[src/logic/fft_ctrl_pkg.sv]
// FFT control package with sample pacing, SPI timing and sequencer states
`default_nettype none

package fft_ctrl_pkg;

    localparam int SAMPLE_PERIOD = 64;  // Cycles between ADC conversions
    localparam int SCLK_HALF     = 2;
    localparam int ADC_BITS      = 8;

    typedef enum logic [1:0] {
        ST_CAPTURE,
        ST_COMPUTE,
        ST_SEND_REQ,
        ST_SEND_WAIT
    } seq_state_t;

endpackage

`default_nettype wire

[src/logic/fft_types_pkg.sv]
// FFT data path package with sample and twiddle types, complex struct and twiddle table
`default_nettype none

package fft_types_pkg;

    typedef logic signed [7:0] sample_t;
    typedef logic        [7:0] adc_code_t;
    typedef logic        [2:0] bin_t;
    typedef logic signed [7:0] twiddle_t;       // Q1.7
    typedef logic signed [8:0] twiddle_sum_t;   // c+s or c-s

    typedef struct packed {
        sample_t re;
        sample_t im;
    } cplx_t;

    typedef struct packed {
        twiddle_t     c;
        twiddle_sum_t cps;
        twiddle_sum_t cms;
    } twiddle_entry_t;

    localparam int FFT_POINTS   = 8;
    localparam int FFT_STAGES   = 3;
    localparam int TWIDDLE_FRAC = 7;

    // W(k) = c - j*s, k = 0..3
    localparam twiddle_entry_t TWIDDLE_ROM [FFT_POINTS/2] = '{
        '{c: 8'sd127, cps: 9'sd127, cms: 9'sd127},
        '{c: 8'sd91,  cps: 9'sd182, cms: 9'sd0},
        '{c: 8'sd0,   cps: 9'sd127, cms: -9'sd127},
        '{c: -8'sd91, cps: 9'sd0,   cms: -9'sd182}
    };

endpackage

`default_nettype wire
[src/logic/fft_top.sv]
// FFT subsystem top joining the sample timer, SPI ADC capture, sequencer and engine
`default_nettype none
`timescale 1ns/1ps

module fft_top
    import fft_types_pkg::*;
(
    input  wire   CLK,
    input  wire   i_reset,
    input  wire   i_adc_miso,
    input  wire   i_ack,
    output logic  o_adc_cs_n,
    output logic  o_adc_sclk,
    output logic  o_req,
    output cplx_t o_result,
    output bin_t  o_bin
);

    logic    tick;
    logic    adc_start;
    logic    sample_valid;
    sample_t sample;
    logic    frame_full;
    logic    fft_start;
    logic    fft_done;
    bin_t    rd_addr;

    sample_timer u_timer (
        .CLK     (CLK),
        .i_reset (i_reset),
        .o_tick  (tick)
    );

    adc_spi_capture u_adc (
        .CLK            (CLK),
        .i_reset        (i_reset),
        .i_start        (adc_start),
        .i_adc_miso     (i_adc_miso),
        .o_adc_cs_n     (o_adc_cs_n),
        .o_adc_sclk     (o_adc_sclk),
        .o_sample_valid (sample_valid),
        .o_sample       (sample)
    );

    fft_sequencer u_seq (
        .CLK          (CLK),
        .i_reset      (i_reset),
        .i_tick       (tick),
        .i_frame_full (frame_full),
        .i_done       (fft_done),
        .i_ack        (i_ack),
        .o_adc_start  (adc_start),
        .o_start      (fft_start),
        .o_rd_addr    (rd_addr),
        .o_req        (o_req),
        .o_bin        (o_bin)
    );

    fft_engine u_engine (
        .CLK          (CLK),
        .i_reset      (i_reset),
        .i_load       (sample_valid),
        .i_load_data  (sample),
        .i_start      (fft_start),
        .i_rd_addr    (rd_addr),
        .o_frame_full (frame_full),
        .o_done       (fft_done),
        .o_rd_data    (o_result)
    );

endmodule

`default_nettype wire

[src/logic/fft_sequencer.sv]
// Frame sequencer for capture, compute and four-phase result output
`default_nettype none
`timescale 1ns/1ps

module fft_sequencer
    import fft_types_pkg::*, fft_ctrl_pkg::*;
(
    input  wire  CLK,
    input  wire  i_reset,
    input  wire  i_tick,
    input  wire  i_frame_full,
    input  wire  i_done,
    input  wire  i_ack,
    output logic o_adc_start,
    output logic o_start,
    output bin_t o_rd_addr,
    output logic o_req,
    output bin_t o_bin
);

    seq_state_t state;
    bin_t       bin_cnt;

    // Ticks outside capture are dropped
    assign o_adc_start = (state == ST_CAPTURE) && i_tick;
    assign o_rd_addr   = bin_cnt;
    assign o_bin       = bin_cnt;

    always_ff @(posedge CLK)
    begin
        if (i_reset)
        begin
            state   <= ST_CAPTURE;
            bin_cnt <= '0;
            o_start <= 1'b0;
            o_req   <= 1'b0;
        end
        else
        begin
            o_start <= 1'b0;
            case (state)
                ST_CAPTURE:
                begin
                    if (i_frame_full)
                    begin
                        o_start <= 1'b1;
                        state   <= ST_COMPUTE;
                    end
                end
                ST_COMPUTE:
                begin
                    if (i_done)
                    begin
                        bin_cnt <= '0;
                        o_req   <= 1'b1;
                        state   <= ST_SEND_REQ;
                    end
                end
                ST_SEND_REQ:
                begin
                    if (i_ack)
                    begin
                        o_req <= 1'b0;
                        state <= ST_SEND_WAIT;
                    end
                end
                ST_SEND_WAIT:
                begin
                    if (!i_ack)
                    begin
                        if (bin_cnt == bin_t'(FFT_POINTS - 1))
                            state <= ST_CAPTURE;   // Frame sent
                        else
                        begin
                            bin_cnt <= bin_cnt + 1'b1;
                            o_req   <= 1'b1;
                            state   <= ST_SEND_REQ;
                        end
                    end
                end
                default: state <= ST_CAPTURE;
            endcase
        end
    end

    // New request only once the consumer has dropped ack
    a_req_rise: assert property (@(posedge CLK) disable iff (i_reset)
        $rose(o_req) |-> !$past(i_ack));

endmodule

`default_nettype wire

[src/logic/fft_engine.sv]
// In-place 8-point FFT engine with bit-reversed load and one shared butterfly
`default_nettype none
`timescale 1ns/1ps

module fft_engine
    import fft_types_pkg::*;
(
    input  wire     CLK,
    input  wire     i_reset,
    input  wire     i_load,
    input  sample_t i_load_data,
    input  wire     i_start,
    input  bin_t    i_rd_addr,
    output logic    o_frame_full,
    output logic    o_done,
    output cplx_t   o_rd_data
);

    typedef logic [1:0] stage_t;
    typedef logic [1:0] pair_t;
    typedef struct packed {
        bin_t top;
        bin_t bot;
        logic last;
    } wb_tag_t;

    cplx_t   mem [FFT_POINTS];
    bin_t    load_ptr;
    stage_t  stage;
    pair_t   pair;
    logic    busy;
    logic    issuing;
    bin_t    rd_top;
    bin_t    rd_bot;
    pair_t   tw_k;
    wb_tag_t tag_d1;
    wb_tag_t tag_d2;
    logic    bf_valid;
    cplx_t   bf_d;
    cplx_t   bf_e;

    // DIT pair addressing, span doubles each stage
    always_comb
    begin
        case (stage)
            2'd0:
            begin
                rd_top = {pair, 1'b0};
                rd_bot = {pair, 1'b1};
                tw_k   = 2'd0;
            end
            2'd1:
            begin
                rd_top = {pair[1], 1'b0, pair[0]};
                rd_bot = {pair[1], 1'b1, pair[0]};
                tw_k   = {pair[0], 1'b0};
            end
            default:
            begin
                rd_top = {1'b0, pair};
                rd_bot = {1'b1, pair};
                tw_k   = pair;
            end
        endcase
    end

    always_ff @(posedge CLK)
    begin
        if (i_reset)
        begin
            load_ptr     <= '0;
            stage        <= '0;
            pair         <= '0;
            busy         <= 1'b0;
            issuing      <= 1'b0;
            o_frame_full <= 1'b0;
            o_done       <= 1'b0;
        end
        else
        begin
            o_frame_full <= i_load && (load_ptr == bin_t'(FFT_POINTS - 1));
            o_done       <= 1'b0;
            if (i_load)
                load_ptr <= load_ptr + 1'b1;    // Wraps after the eighth sample
            if (i_start && !busy)
            begin
                busy    <= 1'b1;
                issuing <= 1'b1;
                stage   <= '0;
                pair    <= '0;
            end
            else if (issuing)
            begin
                pair <= pair + 1'b1;
                if (pair == pair_t'(FFT_POINTS/2 - 1))
                    issuing <= 1'b0;
            end
            else if (bf_valid && tag_d2.last)
            begin
                // Stage drained
                if (stage == stage_t'(FFT_STAGES - 1))
                begin
                    busy   <= 1'b0;
                    o_done <= 1'b1;
                end
                else
                begin
                    stage   <= stage + 1'b1;
                    issuing <= 1'b1;
                end
            end
        end
    end

    always_ff @(posedge CLK)
    begin
        tag_d1 <= '{top: rd_top, bot: rd_bot, last: (pair == pair_t'(FFT_POINTS/2 - 1))};
        tag_d2 <= tag_d1;
        if (i_load)
            mem[{load_ptr[0], load_ptr[1], load_ptr[2]}] <= '{re: i_load_data, im: '0};
        else if (bf_valid)
        begin
            mem[tag_d2.top] <= bf_d;
            mem[tag_d2.bot] <= bf_e;
        end
    end

    butterfly u_butterfly (
        .CLK     (CLK),
        .i_reset (i_reset),
        .i_valid (issuing),
        .i_a     (mem[rd_top]),
        .i_b     (mem[rd_bot]),
        .i_tw    (TWIDDLE_ROM[tw_k]),
        .o_valid (bf_valid),
        .o_d     (bf_d),
        .o_e     (bf_e)
    );

    assign o_rd_data = mem[i_rd_addr];

    a_no_load_busy: assert property (@(posedge CLK) disable iff (i_reset)
        busy |-> !i_load);

endmodule

`default_nettype wire

[src/logic/butterfly.sv]
// Radix-2 butterfly with three-multiplier twiddle product and scaling by one half
`default_nettype none
`timescale 1ns/1ps

module butterfly
    import fft_types_pkg::*;
(
    input  wire            CLK,
    input  wire            i_reset,
    input  wire            i_valid,
    input  cplx_t          i_a,
    input  cplx_t          i_b,
    input  twiddle_entry_t i_tw,
    output logic           o_valid,
    output cplx_t          o_d,
    output cplx_t          o_e
);

    logic signed [8:0]  b_sum;
    logic signed [17:0] m_c;    // c*(b.re + b.im)
    logic signed [17:0] m_cms;  // b.im*(c - s)
    logic signed [17:0] m_cps;  // b.re*(c + s)
    cplx_t              a_q;
    logic               valid_q;
    logic signed [17:0] p_re;
    logic signed [17:0] p_im;
    logic signed [17:0] d_re;
    logic signed [17:0] d_im;
    logic signed [17:0] e_re;
    logic signed [17:0] e_im;

    assign b_sum = i_b.re + i_b.im;

    always_ff @(posedge CLK)
    begin
        m_c   <= i_tw.c * b_sum;
        m_cms <= i_b.im * i_tw.cms;
        m_cps <= i_b.re * i_tw.cps;
        a_q   <= i_a;
    end

    always_comb
    begin
        p_re = (m_c - m_cms) >>> TWIDDLE_FRAC;
        p_im = (m_c - m_cps) >>> TWIDDLE_FRAC;
        d_re = (a_q.re + p_re) >>> 1;
        d_im = (a_q.im + p_im) >>> 1;
        e_re = (a_q.re - p_re) >>> 1;
        e_im = (a_q.im - p_im) >>> 1;
    end

    always_ff @(posedge CLK)
    begin
        o_d <= {d_re[7:0], d_im[7:0]};
        o_e <= {e_re[7:0], e_im[7:0]};
    end

    always_ff @(posedge CLK)
    begin
        if (i_reset)
        begin
            valid_q <= 1'b0;
            o_valid <= 1'b0;
        end
        else
        begin
            valid_q <= i_valid;
            o_valid <= valid_q;
        end
    end

    // Stored sums must match the cosine for the three-multiplier form
    a_twiddle_sums: assert property (@(posedge CLK) disable iff (i_reset)
        i_valid |-> (i_tw.cps + i_tw.cms == 2 * i_tw.c));

endmodule

`default_nettype wire

[src/logic/adc_spi_capture.sv]
// SPI ADC capture reading one 8-bit code and delivering it as a signed sample
`default_nettype none
`timescale 1ns/1ps

module adc_spi_capture
    import fft_types_pkg::*, fft_ctrl_pkg::*;
(
    input  wire     CLK,
    input  wire     i_reset,
    input  wire     i_start,
    input  wire     i_adc_miso,
    output logic    o_adc_cs_n,
    output logic    o_adc_sclk,
    output logic    o_sample_valid,
    output sample_t o_sample
);

    typedef enum logic [1:0] {ADC_IDLE, ADC_SETUP, ADC_SHIFT} adc_state_t;
    typedef logic [$clog2(2*SCLK_HALF)-1:0] div_t;
    typedef logic [$clog2(ADC_BITS)-1:0] bit_idx_t;

    adc_state_t state;
    div_t       div_cnt;
    bit_idx_t   bit_cnt;
    adc_code_t  shreg;
    logic       bit_end;
    logic       sclk_rise;
    logic       xfer_end;

    assign bit_end   = (state == ADC_SHIFT) && (div_cnt == div_t'(2*SCLK_HALF - 1));
    assign xfer_end  = bit_end && (bit_cnt == bit_idx_t'(ADC_BITS - 1));
    assign sclk_rise = (state == ADC_SETUP) || (bit_end && !xfer_end);

    always_ff @(posedge CLK)
    begin
        if (i_reset)
        begin
            state          <= ADC_IDLE;
            o_adc_cs_n     <= 1'b1;
            o_adc_sclk     <= 1'b0;
            o_sample_valid <= 1'b0;
            div_cnt        <= '0;
            bit_cnt        <= '0;
        end
        else
        begin
            o_sample_valid <= xfer_end;
            case (state)
                ADC_IDLE:
                begin
                    if (i_start)
                    begin
                        o_adc_cs_n <= 1'b0;
                        state      <= ADC_SETUP;    // One cycle of setup with SCLK low
                    end
                end
                ADC_SETUP:
                begin
                    o_adc_sclk <= 1'b1;
                    div_cnt    <= '0;
                    bit_cnt    <= '0;
                    state      <= ADC_SHIFT;
                end
                ADC_SHIFT:
                begin
                    div_cnt <= div_cnt + 1'b1;
                    if (div_cnt == div_t'(SCLK_HALF - 1))
                        o_adc_sclk <= 1'b0;
                    if (xfer_end)
                    begin
                        o_adc_cs_n <= 1'b1;
                        state      <= ADC_IDLE;
                    end
                    else if (bit_end)
                    begin
                        o_adc_sclk <= 1'b1;
                        bit_cnt    <= bit_cnt + 1'b1;
                    end
                end
                default: state <= ADC_IDLE;
            endcase
        end
    end

    // MSB first, captured as SCLK goes high
    always_ff @(posedge CLK)
    begin
        if (sclk_rise)
            shreg <= {shreg[ADC_BITS-2:0], i_adc_miso};
        if (xfer_end)
            o_sample <= sample_t'({~shreg[ADC_BITS-1], shreg[ADC_BITS-2:0]});  // Code - 128
    end

    a_start_idle: assert property (@(posedge CLK) disable iff (i_reset)
        i_start |-> o_adc_cs_n);

endmodule

`default_nettype wire

[src/logic/sample_timer.sv]
// Sample timer pulsing once per sample period to pace ADC conversions
`default_nettype none
`timescale 1ns/1ps

module sample_timer
    import fft_ctrl_pkg::*;
(
    input  wire  CLK,
    input  wire  i_reset,
    output logic o_tick
);

    typedef logic [$clog2(SAMPLE_PERIOD)-1:0] period_cnt_t;

    period_cnt_t cnt;

    always_ff @(posedge CLK)
    begin
        if (i_reset)
        begin
            cnt    <= '0;
            o_tick <= 1'b0;
        end
        else if (cnt == period_cnt_t'(SAMPLE_PERIOD - 1))
        begin
            cnt    <= '0;
            o_tick <= 1'b1;     // Pulse on wrap
        end
        else
        begin
            cnt    <= cnt + 1'b1;
            o_tick <= 1'b0;
        end
    end

endmodule

`default_nettype wire

[config.mk]
export PLATFORM = sky130hd
export DESIGN_NAME = fft_top
export DESIGN_NICKNAME = d
export VERILOG_FILES = /design/src/logic/fft_ctrl_pkg.sv /design/src/logic/fft_types_pkg.sv /design/src/logic/fft_top.sv /design/src/logic/fft_sequencer.sv /design/src/logic/fft_engine.sv /design/src/logic/butterfly.sv /design/src/logic/adc_spi_capture.sv /design/src/logic/sample_timer.sv
export SDC_FILE = /design/constraint.sdc
export NUM_CORES = 1
export LEC_CHECK = 0
export BUFFER_PORTS_ARGS = -buffer_cell sky130_fd_sc_hd__buf_2
export CAP_MARGIN = 20
export CELL_PAD_IN_SITES_DETAIL_PLACEMENT = 0
export CELL_PAD_IN_SITES_GLOBAL_PLACEMENT = 1
export CORE_UTILIZATION = 39
export DETAILED_ROUTE_END_ITERATION = 8
export PLACE_DENSITY = 0.76
export SKIP_LAST_GASP = 1
export SLEW_MARGIN = 20
export SYNTH_ARGS = -nofsm -noshare
export SYNTH_HDL_FRONTEND = slang
export SYNTH_HIERARCHICAL = 1
export SYNTH_SLANG_ARGS = --single-unit
export TNS_END_PERCENT = 20
[constraint.sdc]
create_clock -name CLK -period 6.8 [get_ports CLK]
set_input_delay 0.68 -clock CLK [delete_from_list [all_inputs] [get_ports CLK]]
set_output_delay 0.68 -clock CLK [all_outputs]
set_load 0.01 [all_outputs]
==> flow_metrics.env, run 1 <==
export IMPL_min_path_type="in2reg"
export IMPL_regArea_um2=7280
export IMPL_ys_seq_area_share_pct=29.9
export IMPL_cts_tree="done"
export IMPL_max_slew_margin_rel_pct=25.0
export IMPL_synth_avg_cell_area_um2=9.63
export IMPL_fin_nets=2977
export IMPL_start_kind="flop"
export IMPL_path_clk_slew_ns=0.06
export IMPL_fin_hold_ws_ns=0.313
export IMPL_grt_pass1_wl_um=107000
export IMPL_pwr_share_seq_pct=44.4
export IMPL_worst_path_largest_cell_delay_ns=0.54
export IMPL_period_minus_slack_ns=6.67
export IMPL_vias=18800
export IMPL_timing_fmax_mhz=150
export IMPL_fin_util_pct=45.0
export IMPL_worst_path_max_delay_cell="fa_1"
export IMPL_clk_path_buf_depth=3
export IMPL_die_area_um2=63300
export IMPL_outcome="finished clean"
export IMPL_ys_async_sr_fraction_pct=0
export IMPL_synth_nets=2883
export IMPL_worstPathArrival_ns=7.13
export IMPL_post_place_ws_ns=-0.223
export IMPL_htreeDepth=2
export IMPL_fp_dieW_um=252
export IMPL_synth_ff_type="dfxtp_1"
export IMPL_slew_viol_final=0
export IMPL_ys_warn_count=6
export IMPL_crit_buf_inv=12
export IMPL_drv_cap=0
export IMPL_die_h_um=252
export IMPL_synth_most_common_cell="inv_1"
export IMPL_grt_max_degree=42
export IMPL_worstPathMaxFanout=7
export IMPL_leakagePower_nw=11.8
export IMPL_synth_area_leaders="edfxtp_1 18%, fa_1 14%, dfxtp_1 12%, ha_1 9.6%, inv_1 4.9%"
export IMPL_gp_congestion=0.894
export IMPL_hold_viol=0
export IMPL_placementRows=91
export IMPL_grt_overflow_total=0
export IMPL_drt_wl_total_um=67700
export IMPL_p_int_mw=3.22
export IMPL_first_pass_iters=6
export IMPL_pwr_share_comb_pct=12.8
export IMPL_place_inst=3397
export IMPL_numCtsBuffers=36
export IMPL_synth_edf_count=144
export IMPL_rsz0062_at_grt="true"
export IMPL_drc=0
export IMPL_initial_core_util_pct=39.4
export IMPL_p_per_area_nw_per_um2=159
export IMPL_fin_skew_ns=0.0319
export IMPL_p_sw_mw=1.19
export IMPL_final_fill_count=5837
export IMPL_hold_buffers=0
export IMPL_synth_top_cells_by_count="316 x inv_1, 256 x nor2_1, 186 x ha_1"
export IMPL_critPathRequiredTime_ns=7.26
export IMPL_fin_crit_sh_pct=98.2
export IMPL_clk_latency_ns=0.56
export IMPL_syn2layout_area_growth_pct=14.1
export IMPL_syn_area_um2=24300
export IMPL_cpMostUsedCell="buf_4"
export IMPL_final_layout_size_suffix_gt1_share_pct=16.6
export IMPL_dp_hpwl_um=49800
export IMPL_ioPinCount=26
export IMPL_crit_family="adder cells"
export IMPL_synth_seq_cells=291
export IMPL_yosys_area_top_type="edfxtp_1"
export IMPL_multi_input_area_um2=15600
export IMPL_reg2reg_slack_ns=0.13
export IMPL_fp_coreArea_um2=61600
export IMPL_worst_slew_pin_slew_ns=1.12
export IMPL_vias_per_cell=5.40
export IMPL_ir_worst_vdd_v=0.000129
export IMPL_synthCells=2523
export IMPL_grt_usage_pct=21.7
export IMPL_setup_ws_ns=0.125
export IMPL_first_global_vias=18800
export IMPL_finalSetupViolations=0
export IMPL_swShare_pct=27.0
export IMPL_ys_types=95
export IMPL_first_iter_violations=1532
export IMPL_fin_cells=3483
export IMPL_clockRootBuffer="clkbuf_16"
export IMPL_end_kind="flop"
export IMPL_io_buffers=25
export IMPL_grt_antenna_before_repair=2
export IMPL_ant_nets=0
export IMPL_clock_power_share_pct=42.8
export IMPL_cts_num_sinks=291
export IMPL_worstSetupPathType="reg2reg"
export IMPL_wire_per_inst_um=19.4
export IMPL_synth_top_cell_area_share_pct=17.8
through the flow:
step | power (mW) | instance area (um^2) | TNS, ns
floorplan | 2.39 | 24400 | 0
global placement | 2.54 | 26100 | -0.230
detailed placement | 2.56 | 26100 | -0.349
CTS | 4.44 | 27400 | 0
global route | 4.57 | 27700 | -0.257
finish | 4.41 | 27700 | 0
kinds of logic (layout without fill, tap and decap cells):
kind of cell | Yosys count | after routing | share of synthesized area (%)
AO/OA/AOI/OAI | 497 | 497 | 13.8
adder cells (fa/ha/maj) | 356 | 356 | 23.6
XOR/XNOR | 109 | 109 | 3.99
buffers and inverters | 441 | 563 | 7.38
other | 1 | 2 | 0.0154
AND/OR/NAND/NOR | 710 | 710 | 14.5
multiplexers | 118 | 118 | 6.83
flip-flops | 291 | 291 | 29.9
worst register-to-register path, delay by kind of cell (launching register included):
kind	cells	cell delay, ns
adder cells (fa/ha/maj)	7	2.44
AO/OA/AOI/OAI	12	1.79
buffers and inverters	12	1.27
AND/OR/NAND/NOR	2	0.41
flip-flops	1	0.38
XOR/XNOR	2	0.30
final timing paths:
kind	end	cells after the start	start
max	u_engine/u_butterfly/m_c[15]$_DFF_P_	35	u_engine/stage[0]$_SDFFE_PP0P_
max reg2reg	u_engine/u_butterfly/m_c[15]$_DFF_P_	35	u_engine/stage[0]$_SDFFE_PP0P_
min reg2reg	u_engine/tag_d2[4]$_DFF_P_	0	u_engine/tag_d1[4]$_DFF_P_
min	u_adc/shreg[0]$_DFFE_PP_	1	i_adc_miso
repair_timing:
item / CTS / global route
buffers inserted: 8 / 11
endpoints found under the hold margin: 0 / 0
cloned: 0 / 0
pin swaps: 7 / 48
endpoints found under the setup margin: 3 / 9
gates resized for setup: 19 / 57
power groups by stage:
stage / registers, mW / logic (mW) / clock network [mW]
after global routing: 1.96 / 0.624 / 1.99
after detailed placement: 1.99 / 0.563 / 0
after CTS: 1.96 / 0.566 / 1.92
final: 1.96 / 0.566 / 1.89
after floorplan: 1.96 / 0.430 / 0
after global placement: 1.99 / 0.545 / 0
state kept, by name, summed over array words and instances (netlist names), 6 cells and up:
| name | count |
|---|---|
| u_adc/o_sample | 8 |
| u_adc/shreg | 8 |
| u_engine/mem | 128 |
| u_engine/tag_d1 | 7 |
| u_engine/tag_d2 | 7 |
| u_engine/u_butterfly/a_q | 16 |
| u_engine/u_butterfly/m_c | 16 |
| u_engine/u_butterfly/m_cms | 16 |
| u_engine/u_butterfly/m_cps | 16 |
| u_engine/u_butterfly/o_d | 16 |
| u_engine/u_butterfly/o_e | 16 |
| u_timer/cnt | 6 |
layout make-up:
type,count,area share (%)
sequential,291,26.3
clock inverter,15,0.460
clock buffer,51,3.72
inverter,316,4.29
timing repair buffer,181,5.07
tap,837,3.78
multi-input combinational,1791,56.4
antenna,1,0.00903
cell usage in the layout (no fill, tap or decap), types with 8 or more instances in the layout:
master	Yosys	final
a21oi_1	184	179
nor2_1	256	250
inv_1	316	310
a31oi_1	14	13
o21bai_1	9	8
nor3_1	8	8
nand3_1	17	17
dfxtp_1	147	142
mux2_2	48	48
buf_6	5	16
a22oi_2	0	10
o21ba_2	14	13
o21ai_0	73	61
xor2_1	27	27
a221o_1	15	15
o21a_1	11	11
nand2b_1	50	50
xnor2_1	81	76
a221oi_1	15	15
ha_4	0	9
mux4_2	32	32
a2bb2oi_1	17	17
fa_1	170	169
nand2_1	155	153
buf_4	13	136
clkbuf_1	52	11
buf_2	38	25
o221ai_1	51	48
nor2b_1	26	24
edfxtp_1	144	144
and2_1	136	133
mux2i_1	34	34
clkbuf_16	0	39
o21ai_2	2	9
a21o_1	20	20
ha_1	186	176
a22oi_1	18	8
routing by layer:
layer	share of wire (%)	up-vias	GRT usage (%)
met2	49	616	37.4
met3	6.0	113	2.33
met5	0	-	0
met4	2.7	0	6.34
li1	-	8745	-
met1	43	9317	28.7
Power figures use the tool's default switching activity.
==> inputs of run 2 (changes only) <==
--- a/config.mk
+++ b/config.mk
@@ -6,11 +6,11 @@
 export NUM_CORES = 1
 export LEC_CHECK = 0
 export BUFFER_PORTS_ARGS = -buffer_cell sky130_fd_sc_hd__buf_2
-export CAP_MARGIN = 20
 export CELL_PAD_IN_SITES_DETAIL_PLACEMENT = 0
 export CELL_PAD_IN_SITES_GLOBAL_PLACEMENT = 1
 export CORE_UTILIZATION = 39
 export DETAILED_ROUTE_END_ITERATION = 8
+export MAX_ROUTING_LAYER = met4
 export PLACE_DENSITY = 0.76
 export SKIP_LAST_GASP = 1
 export SLEW_MARGIN = 20
==> run 2 against run 1 <==
  * Sequential power barely moved
  * Highest routed layer unchanged
  * Register-to-register slack gained 0.03 ns
  * Critical path depth is 3 lower
  * Design area increased by 0.71%
  * Sequential share of layout area is 0.19 points lower
  * Total power up 2.6%
  * Cell count hardly changed
  * Hold slack better by 0.0074 ns
  * Sequential cell count did not move
  * Combinational power hardly changed
  * Utilization rose by 0.32 points
  * Die area stayed put
==> flow_metrics.env, run 2 (synthesized netlist as in run 1, its figures left out) <==
export IMPL_largest_register_ffs=128
export IMPL_clock_power_share_pct=44.2
export IMPL_post_place_ws_ns=-0.300
export IMPL_max_slew_margin_rel_pct=23.7
export IMPL_placementRows=91
export IMPL_grt_antenna_before_repair=0
export IMPL_ant_nets=0
export IMPL_rsz0062_at_grt="true"
export IMPL_gp_congestion=0.915
export IMPL_finalSetupViolations=0
export IMPL_end_kind="flop"
export IMPL_worst_slew_pin_slew_ns=1.14
export IMPL_fp_coreArea_um2=61600
export IMPL_setup_ws_ns=0.156
export IMPL_p_per_area_nw_per_um2=162
export IMPL_drv_cap=0
export IMPL_die_h_um=252
export IMPL_path_clk_slew_ns=0.06
export IMPL_dp_hpwl_um=49700
export IMPL_first_pass_iters=5
export IMPL_final_layout_size_suffix_gt1_share_pct=17.1
export IMPL_largest_register="u_engine/mem"
export IMPL_layout_commonest_cell="inv_1"
export IMPL_vias=18800
export IMPL_initial_core_util_pct=39.4
export IMPL_clockRootBuffer="clkbuf_16"
export IMPL_cts_num_sinks=291
export IMPL_worstPathMaxFanout=7
export IMPL_pwr_share_comb_pct=12.5
export IMPL_grt_max_degree=36
export IMPL_die_area_um2=63300
export IMPL_power_mw=4.53
export IMPL_ir_worst_vdd_v=0.000118
export IMPL_fin_crit_sh_pct=97.7
export IMPL_first_iter_violations=1409
export IMPL_htreeDepth=2
export IMPL_fp_dieW_um=252
export IMPL_hold_viol=0
export IMPL_p_sw_mw=1.18
export IMPL_cts_tree="done"
export IMPL_hold_buffers=0
export IMPL_swShare_pct=26.0
export IMPL_timing_fmax_mhz=151
export IMPL_worstSetupPathType="reg2reg"
export IMPL_period_minus_slack_ns=6.64
export IMPL_drt_wl_total_um=68400
export IMPL_clk_latency_ns=0.54
export IMPL_reg2reg_depth=32
export IMPL_worstPathArrival_ns=7.05
export IMPL_grt_pass1_wl_um=106000
export IMPL_holdPathStages=1
export IMPL_numCtsBuffers=35
export IMPL_leakagePower_nw=11.9
export IMPL_worst_path_largest_cell_delay_ns=0.52
export IMPL_p_int_mw=3.35
export IMPL_outcome="finished clean"
export IMPL_vias_per_cell=5.39
export IMPL_worst_path_max_delay_cell="fa_1"
export IMPL_grt_usage_pct=22.3
export IMPL_clk_path_buf_depth=3
export IMPL_fin_hold_ws_ns=0.320
export IMPL_ioPinCount=26
export IMPL_drc=0
export IMPL_syn2layout_area_growth_pct=15.0
export IMPL_io_buffers=25
export IMPL_wire_per_inst_um=19.6
export IMPL_fin_skew_ns=0.0304
export IMPL_final_cell_mix="310 x inv_1, 252 x nor2_1, 178 x a21oi_1, 174 x ha_1, 169 x fa_1"
export IMPL_slew_viol_final=0
export IMPL_fin_nets=2982
export IMPL_min_path_type="in2reg"
export IMPL_pwr_share_seq_pct=43.2
export IMPL_grt_overflow_total=0
export IMPL_critPathRequiredTime_ns=7.21
export IMPL_start_kind="flop"
export IMPL_first_global_vias=18700
export IMPL_final_fill_count=5734
==> run 2: through the flow <==
step           setup TNS [ns]  utilization [%]  std cells  area (um^2)
6_report                    0             45.3       3486        27900
5_1_grt                -0.180             45.3       3484        27900
4_1_cts               -0.0152             44.5       3466        27400
3_5_place_dp           -0.464             42.4       3399        26100
3_3_place_gp           -0.295             42.4       3399        26100
2_1_floorplan               0                -       2523        24400
==> run 2: path summary, 6_finish.rpt <==
kind / start / slack [ns] / end
hold / removal: i_adc_miso / 0.32 / u_adc/shreg[0]$_DFFE_PP_
setup reg to reg: u_engine/stage[0]$_SDFFE_PP0P_ / 0.16 / u_engine/u_butterfly/m_c[15]$_DFF_P_
hold reg to reg: u_engine/tag_d1[0]$_DFF_P_ / 0.33 / u_engine/tag_d2[0]$_DFF_P_
setup / recovery: u_engine/stage[0]$_SDFFE_PP0P_ / 0.16 / u_engine/u_butterfly/m_c[15]$_DFF_P_
==> run 2: layout make-up <==
class | instances | area (um^2) | share of cell area (%)
Timing Repair Buffer | 187 | 1470 | 5.28
Sequential cell | 291 | 7280 | 26.1
Clock buffer | 43 | 926 | 3.32
Antenna cell | 2 | 5.00 | 0.0179
Tap cell | 837 | 1050 | 3.75
Clock inverter | 19 | 283 | 1.01
Multi-Input combinational cell | 1791 | 15700 | 56.3
Inverter | 316 | 1190 | 4.27
==> run 2: metal layers <==
| layer | up-vias | part of all wire, % | track usage (%) |
|---|---|---|---|
| li1 | 8756 | - | - |
| met1 | 9320 | 42 | 28.6 |
| met2 | 596 | 49 | 37.1 |
| met3 | 101 | 6.5 | 2.50 |
| met4 | 0 | 2.3 | 6.43 |
| met5 | - | 0 | - |
==> run 2: timing repair <==
item                                    in CTS  in global routing
cloned                                       0                  0
gates resized for setup                     18                 78
endpoints found under the setup margin       5                 10
hold endpoints to repair                     0                  0
pin swaps                                   10                 63
buffers inserted                             5                 18
==> run 2: power groups by stage <==
stage	sequential [mW]	clock [mW]	combinational (mW)
after global placement	1.99	0	0.545
final	1.96	2.00	0.568
after CTS	1.95	2.05	0.567
after detailed placement	1.99	0	0.564
after global routing	1.97	2.10	0.622
after floorplan	1.96	0	0.430
==> run 2: critical path, delay by kind of cell, from the launching register on <==
kind | cells | cell delay, ns
buffers and inverters | 8 | 0.77
adders and majority gates | 7 | 2.54
AOI/OAI and AO/OA | 10 | 1.78
and+or+nand+nor | 4 | 0.66
xor gates and xnor gates | 3 | 0.37
DFF | 1 | 0.37
==> inputs of run 3 (changes only) <==
--- a/config.mk
+++ b/config.mk
@@ -5,13 +5,15 @@
 export SDC_FILE = /design/constraint.sdc
 export NUM_CORES = 1
 export LEC_CHECK = 0
+export ABC_AREA = 1
 export BUFFER_PORTS_ARGS = -buffer_cell sky130_fd_sc_hd__buf_2
 export CELL_PAD_IN_SITES_DETAIL_PLACEMENT = 0
 export CELL_PAD_IN_SITES_GLOBAL_PLACEMENT = 1
 export CORE_UTILIZATION = 39
 export DETAILED_ROUTE_END_ITERATION = 8
+export GPL_ROUTABILITY_DRIVEN = 0
 export MAX_ROUTING_LAYER = met4
-export PLACE_DENSITY = 0.76
+export PLACE_DENSITY = 0.79
 export SKIP_LAST_GASP = 1
 export SLEW_MARGIN = 20
 export SYNTH_ARGS = -nofsm -noshare
==> run 3 against run 2 <==
  * Largest cell class unchanged
  * Clock-buffer cell count rose by 6
  * Via count rose by 13%
  * Hold slack got worse by 0.00081 ns
  * Register-to-register slack improved by 0.12 ns
  * Area after synthesis rose by 3.1%
==> flow_metrics.env, run 3 <==
export IMPL_min_from="i_adc_miso"
export IMPL_synthSimpleGateAreaFrac_pct=22.3
export IMPL_worst_path_max_delay_cell="fa_1"
export IMPL_r2r_end="u_engine/u_butterfly/m_c[12]$_DFF_P_"
export IMPL_htreeDepth=2
export IMPL_syn_area_um2=25000
export IMPL_synth_area_leaders="edfxtp_1 17%, fa_1 14%, nand2_1 13%, dfxtp_1 12%, inv_1 9.5%"
export IMPL_worstPathArrival_ns=7.00
export IMPL_synthCells=3313
export IMPL_drv_cap=0
export IMPL_grt_use_met1_pct=32.4
export IMPL_wire_per_inst_um=17.8
export IMPL_min_path_type="in2reg"
export IMPL_worst_slew_pin_slew_ns=1.02
export IMPL_start_kind="flop"
export IMPL_final_layout_size_suffix_gt1_share_pct=9.77
export IMPL_largest_register="u_engine/mem"
export IMPL_synth_top_cell_area_share_pct=17.3
export IMPL_grt_pass1_wl_um=117000
export IMPL_ioPinCount=26
export IMPL_drc=0
export IMPL_ys_seq_area_share_pct=29.0
export IMPL_worstPathMaxFanout=4
export IMPL_finalSetupViolations=0
export IMPL_placementRows=92
export IMPL_max_slew_margin_rel_pct=31.6
export IMPL_timing_fmax_mhz=153
export IMPL_synth_compound_area_share_pct=9.81
export IMPL_die_area_um2=65200
export IMPL_ys_async_sr_fraction_pct=0
export IMPL_fin_nets=3692
export IMPL_numCtsBuffers=35
export IMPL_fin_util_pct=44.5
export IMPL_period_minus_slack_ns=6.53
export IMPL_synth_top_cells_by_count="843 x nand2_1, 634 x inv_1, 232 x o21ai_0"
export IMPL_timing_rr_start="u_engine/stage[1]$_SDFFE_PP0P_"
export IMPL_drt_wl_total_um=74900
export IMPL_crit_family="adder cells"
export IMPL_reg2reg_slack_ns=0.27
export IMPL_synth_most_common_cell="nand2_1"
export IMPL_clk_latency_ns=0.56
export IMPL_grt_busiest_layer="met2"
export IMPL_slew_viol_final=0
export IMPL_first_iter_violations=2220
export IMPL_vias_per_cell=5.06
export IMPL_ant_nets=0
export IMPL_dp_hpwl_um=54000
export IMPL_fin_crit_sh_pct=96.0
export IMPL_synth_avg_cell_area_um2=7.56
export IMPL_worst_path_largest_cell_delay_ns=0.57
export IMPL_vias=21300
export IMPL_io_buffers=25
export IMPL_die_h_um=255
export IMPL_critPathRequiredTime_ns=7.28
export IMPL_layout_commonest_cell="nand2_1"
export IMPL_synth_edf_count=144
export IMPL_fin_setup_tns_ns=0
export IMPL_crit_buf_inv=10
export IMPL_first_pass_iters=6
export IMPL_worstSetupPathType="reg2reg"
export IMPL_fp_coreArea_um2=63300
export IMPL_cts_tree="done"
export IMPL_leakagePower_nw=14.1
export IMPL_holdPathStages=1
export IMPL_ys_warn_count=6
export IMPL_grt_antenna_before_repair=1
export IMPL_synth_nets=3673
export IMPL_synth_adder_area_share_pct=22.9
export IMPL_ir_worst_vdd_v=0.000124
export IMPL_yosys_area_top_type="edfxtp_1"
export IMPL_grt_max_degree=69
export IMPL_synth_seq_cells=291
export IMPL_ys_types=46
export IMPL_final_cell_mix="826 x nand2_1, 626 x inv_1, 221 x o21ai_0, 208 x nand3_1, 176 x ha_1"
export IMPL_muxShareOfSynthArea_pct=0
export IMPL_power_mw=4.58
export IMPL_synth_xor_area_share_pct=3.77
export IMPL_initial_core_util_pct=39.6
export IMPL_first_global_vias=20600
export IMPL_outcome="finished clean"
export IMPL_reg2reg_depth=39
export IMPL_cts_num_sinks=291
export IMPL_path_clk_slew_ns=0.06
export IMPL_synth_ff_type="dfxtp_1"
export IMPL_final_fill_count=6411
export IMPL_whs_endpoint="u_adc/shreg[0]$_DFFE_PP_"
export IMPL_syn2layout_area_growth_pct=12.6
export IMPL_grt_met3_usage_pct=3.08
export IMPL_cpMostUsedCell="nand2_2"
export IMPL_met2_usage_pct=36.5
export IMPL_grt_usage_pct=23.7
export IMPL_diodes=0
export IMPL_fin_skew_ns=0.0302
export IMPL_clk_path_buf_depth=3
export IMPL_hold_viol=0
export IMPL_end_kind="flop"
export IMPL_largest_register_ffs=128
export IMPL_hold_buffers=0
export IMPL_synth_top_family_by_area="adder cells"
export IMPL_p_per_area_nw_per_um2=162
export IMPL_clockRootBuffer="clkbuf_16"
export IMPL_fp_dieW_um=255
export IMPL_grt_overflow_total=0
run 3: cell count changes in the layout (fill, tap and decap cells not counted), moves of 34 or more:
cell,before,now
o221ai_1,49,0
nand2_1,152,826
nand4_1,5,68
mux2i_1,34,0
inv_1,310,626
mux2_2,48,0
nor2_1,252,101
xnor2_1,76,41
and2_1,132,2
nand2b_1,50,0
nand3_1,17,208
xor2_1,27,62
o21ai_0,60,221
buf_4,137,88
run 3: per-layer routing:
layer	wire, um	part of all wire, %	vias up
met3	4810	6.4	146
met5	0	0	-
met1	34100	45	10000
met2	33800	45	666
li1	-	-	10400
met4	2240	3.0	0
run 3: worst max-delay path by stage:
stage,slack [ns],to,cells after the start,startpoint
after floorplan,0.42,u_engine/u_butterfly/m_c[12]$_DFF_P_,34,u_engine/stage[0]$_SDFFE_PP0P_
after global routing,-0.11,u_engine/u_butterfly/m_c[12]$_DFF_P_,41,u_engine/stage[1]$_SDFFE_PP0P_
after global placement,0.18,u_engine/u_butterfly/m_c[12]$_DFF_P_,37,u_engine/stage[1]$_SDFFE_PP0P_
after detailed placement,0.07,u_engine/u_butterfly/m_c[12]$_DFF_P_,37,u_engine/stage[1]$_SDFFE_PP0P_
after CTS,0.04,u_engine/u_butterfly/m_c[15]$_DFF_P_,40,u_engine/stage[1]$_SDFFE_PP0P_
final,0.27,u_engine/u_butterfly/m_c[12]$_DFF_P_,39,u_engine/stage[1]$_SDFFE_PP0P_
run 3: final cells by class:
cell class                      count  area, um^2  area share, %
Clock buffer                       49        1030           3.67
Clock inverter                     14         116          0.413
Inverter                          644        2430           8.62
Multi-Input combinational cell   2230       15100           53.7
Sequential cell                   291        7270           25.8
Tap cell                          846        1060           3.75
Timing Repair Buffer              130        1140           4.03
run 3: logic make-up (layout without fill, tap and decap cells):
logic type      count (synthesis)  after routing
buf+inv                       792            837
fa+ha+maj                     356            356
compound gates                457            457
flops                         291            291
other cells                     1              1
xor+xnor                      107            107
simple gates                 1309           1309
run 3: where the power goes:
group          switching [mW]  internal, mW  leakage (nW)
clock network           0.784          1.11         0.571
logic                   0.459         0.259          11.1
registers              0.0400          1.93          2.48
run 3: metrics by stage:
stage / hold slack, ns / cells / setup slack [ns] / area [um^2]
after detailed placement: 0.315 / 4125 / 0.0662 / 26400
after global placement: 0.312 / 4125 / 0.179 / 26400
final: 0.319 / 4204 / 0.274 / 28200
after global routing: 0.299 / 4204 / -0.106 / 28200
after CTS: 0.296 / 4188 / 0.0397 / 27600
after floorplan: 0.310 / 3313 / 0.417 / 25000
run 3: what timing repair did:
action / in CTS / in global routing
gates resized for setup: 0 / 90
buffers inserted: 0 / 12
setup endpoints to repair: 0 / 8
run 3: worst reg2reg max path: cells and delay by family, from the launching register on:
kind	cells	cell delay [ns]
adder cells (fa/ha/maj)	8	2.97
AND/OR/NAND/NOR	15	1.27
buffers and inverters	10	0.88
AO/OA/AOI/OAI	4	0.62
XOR/XNOR	2	0.37
flip-flops	1	0.34
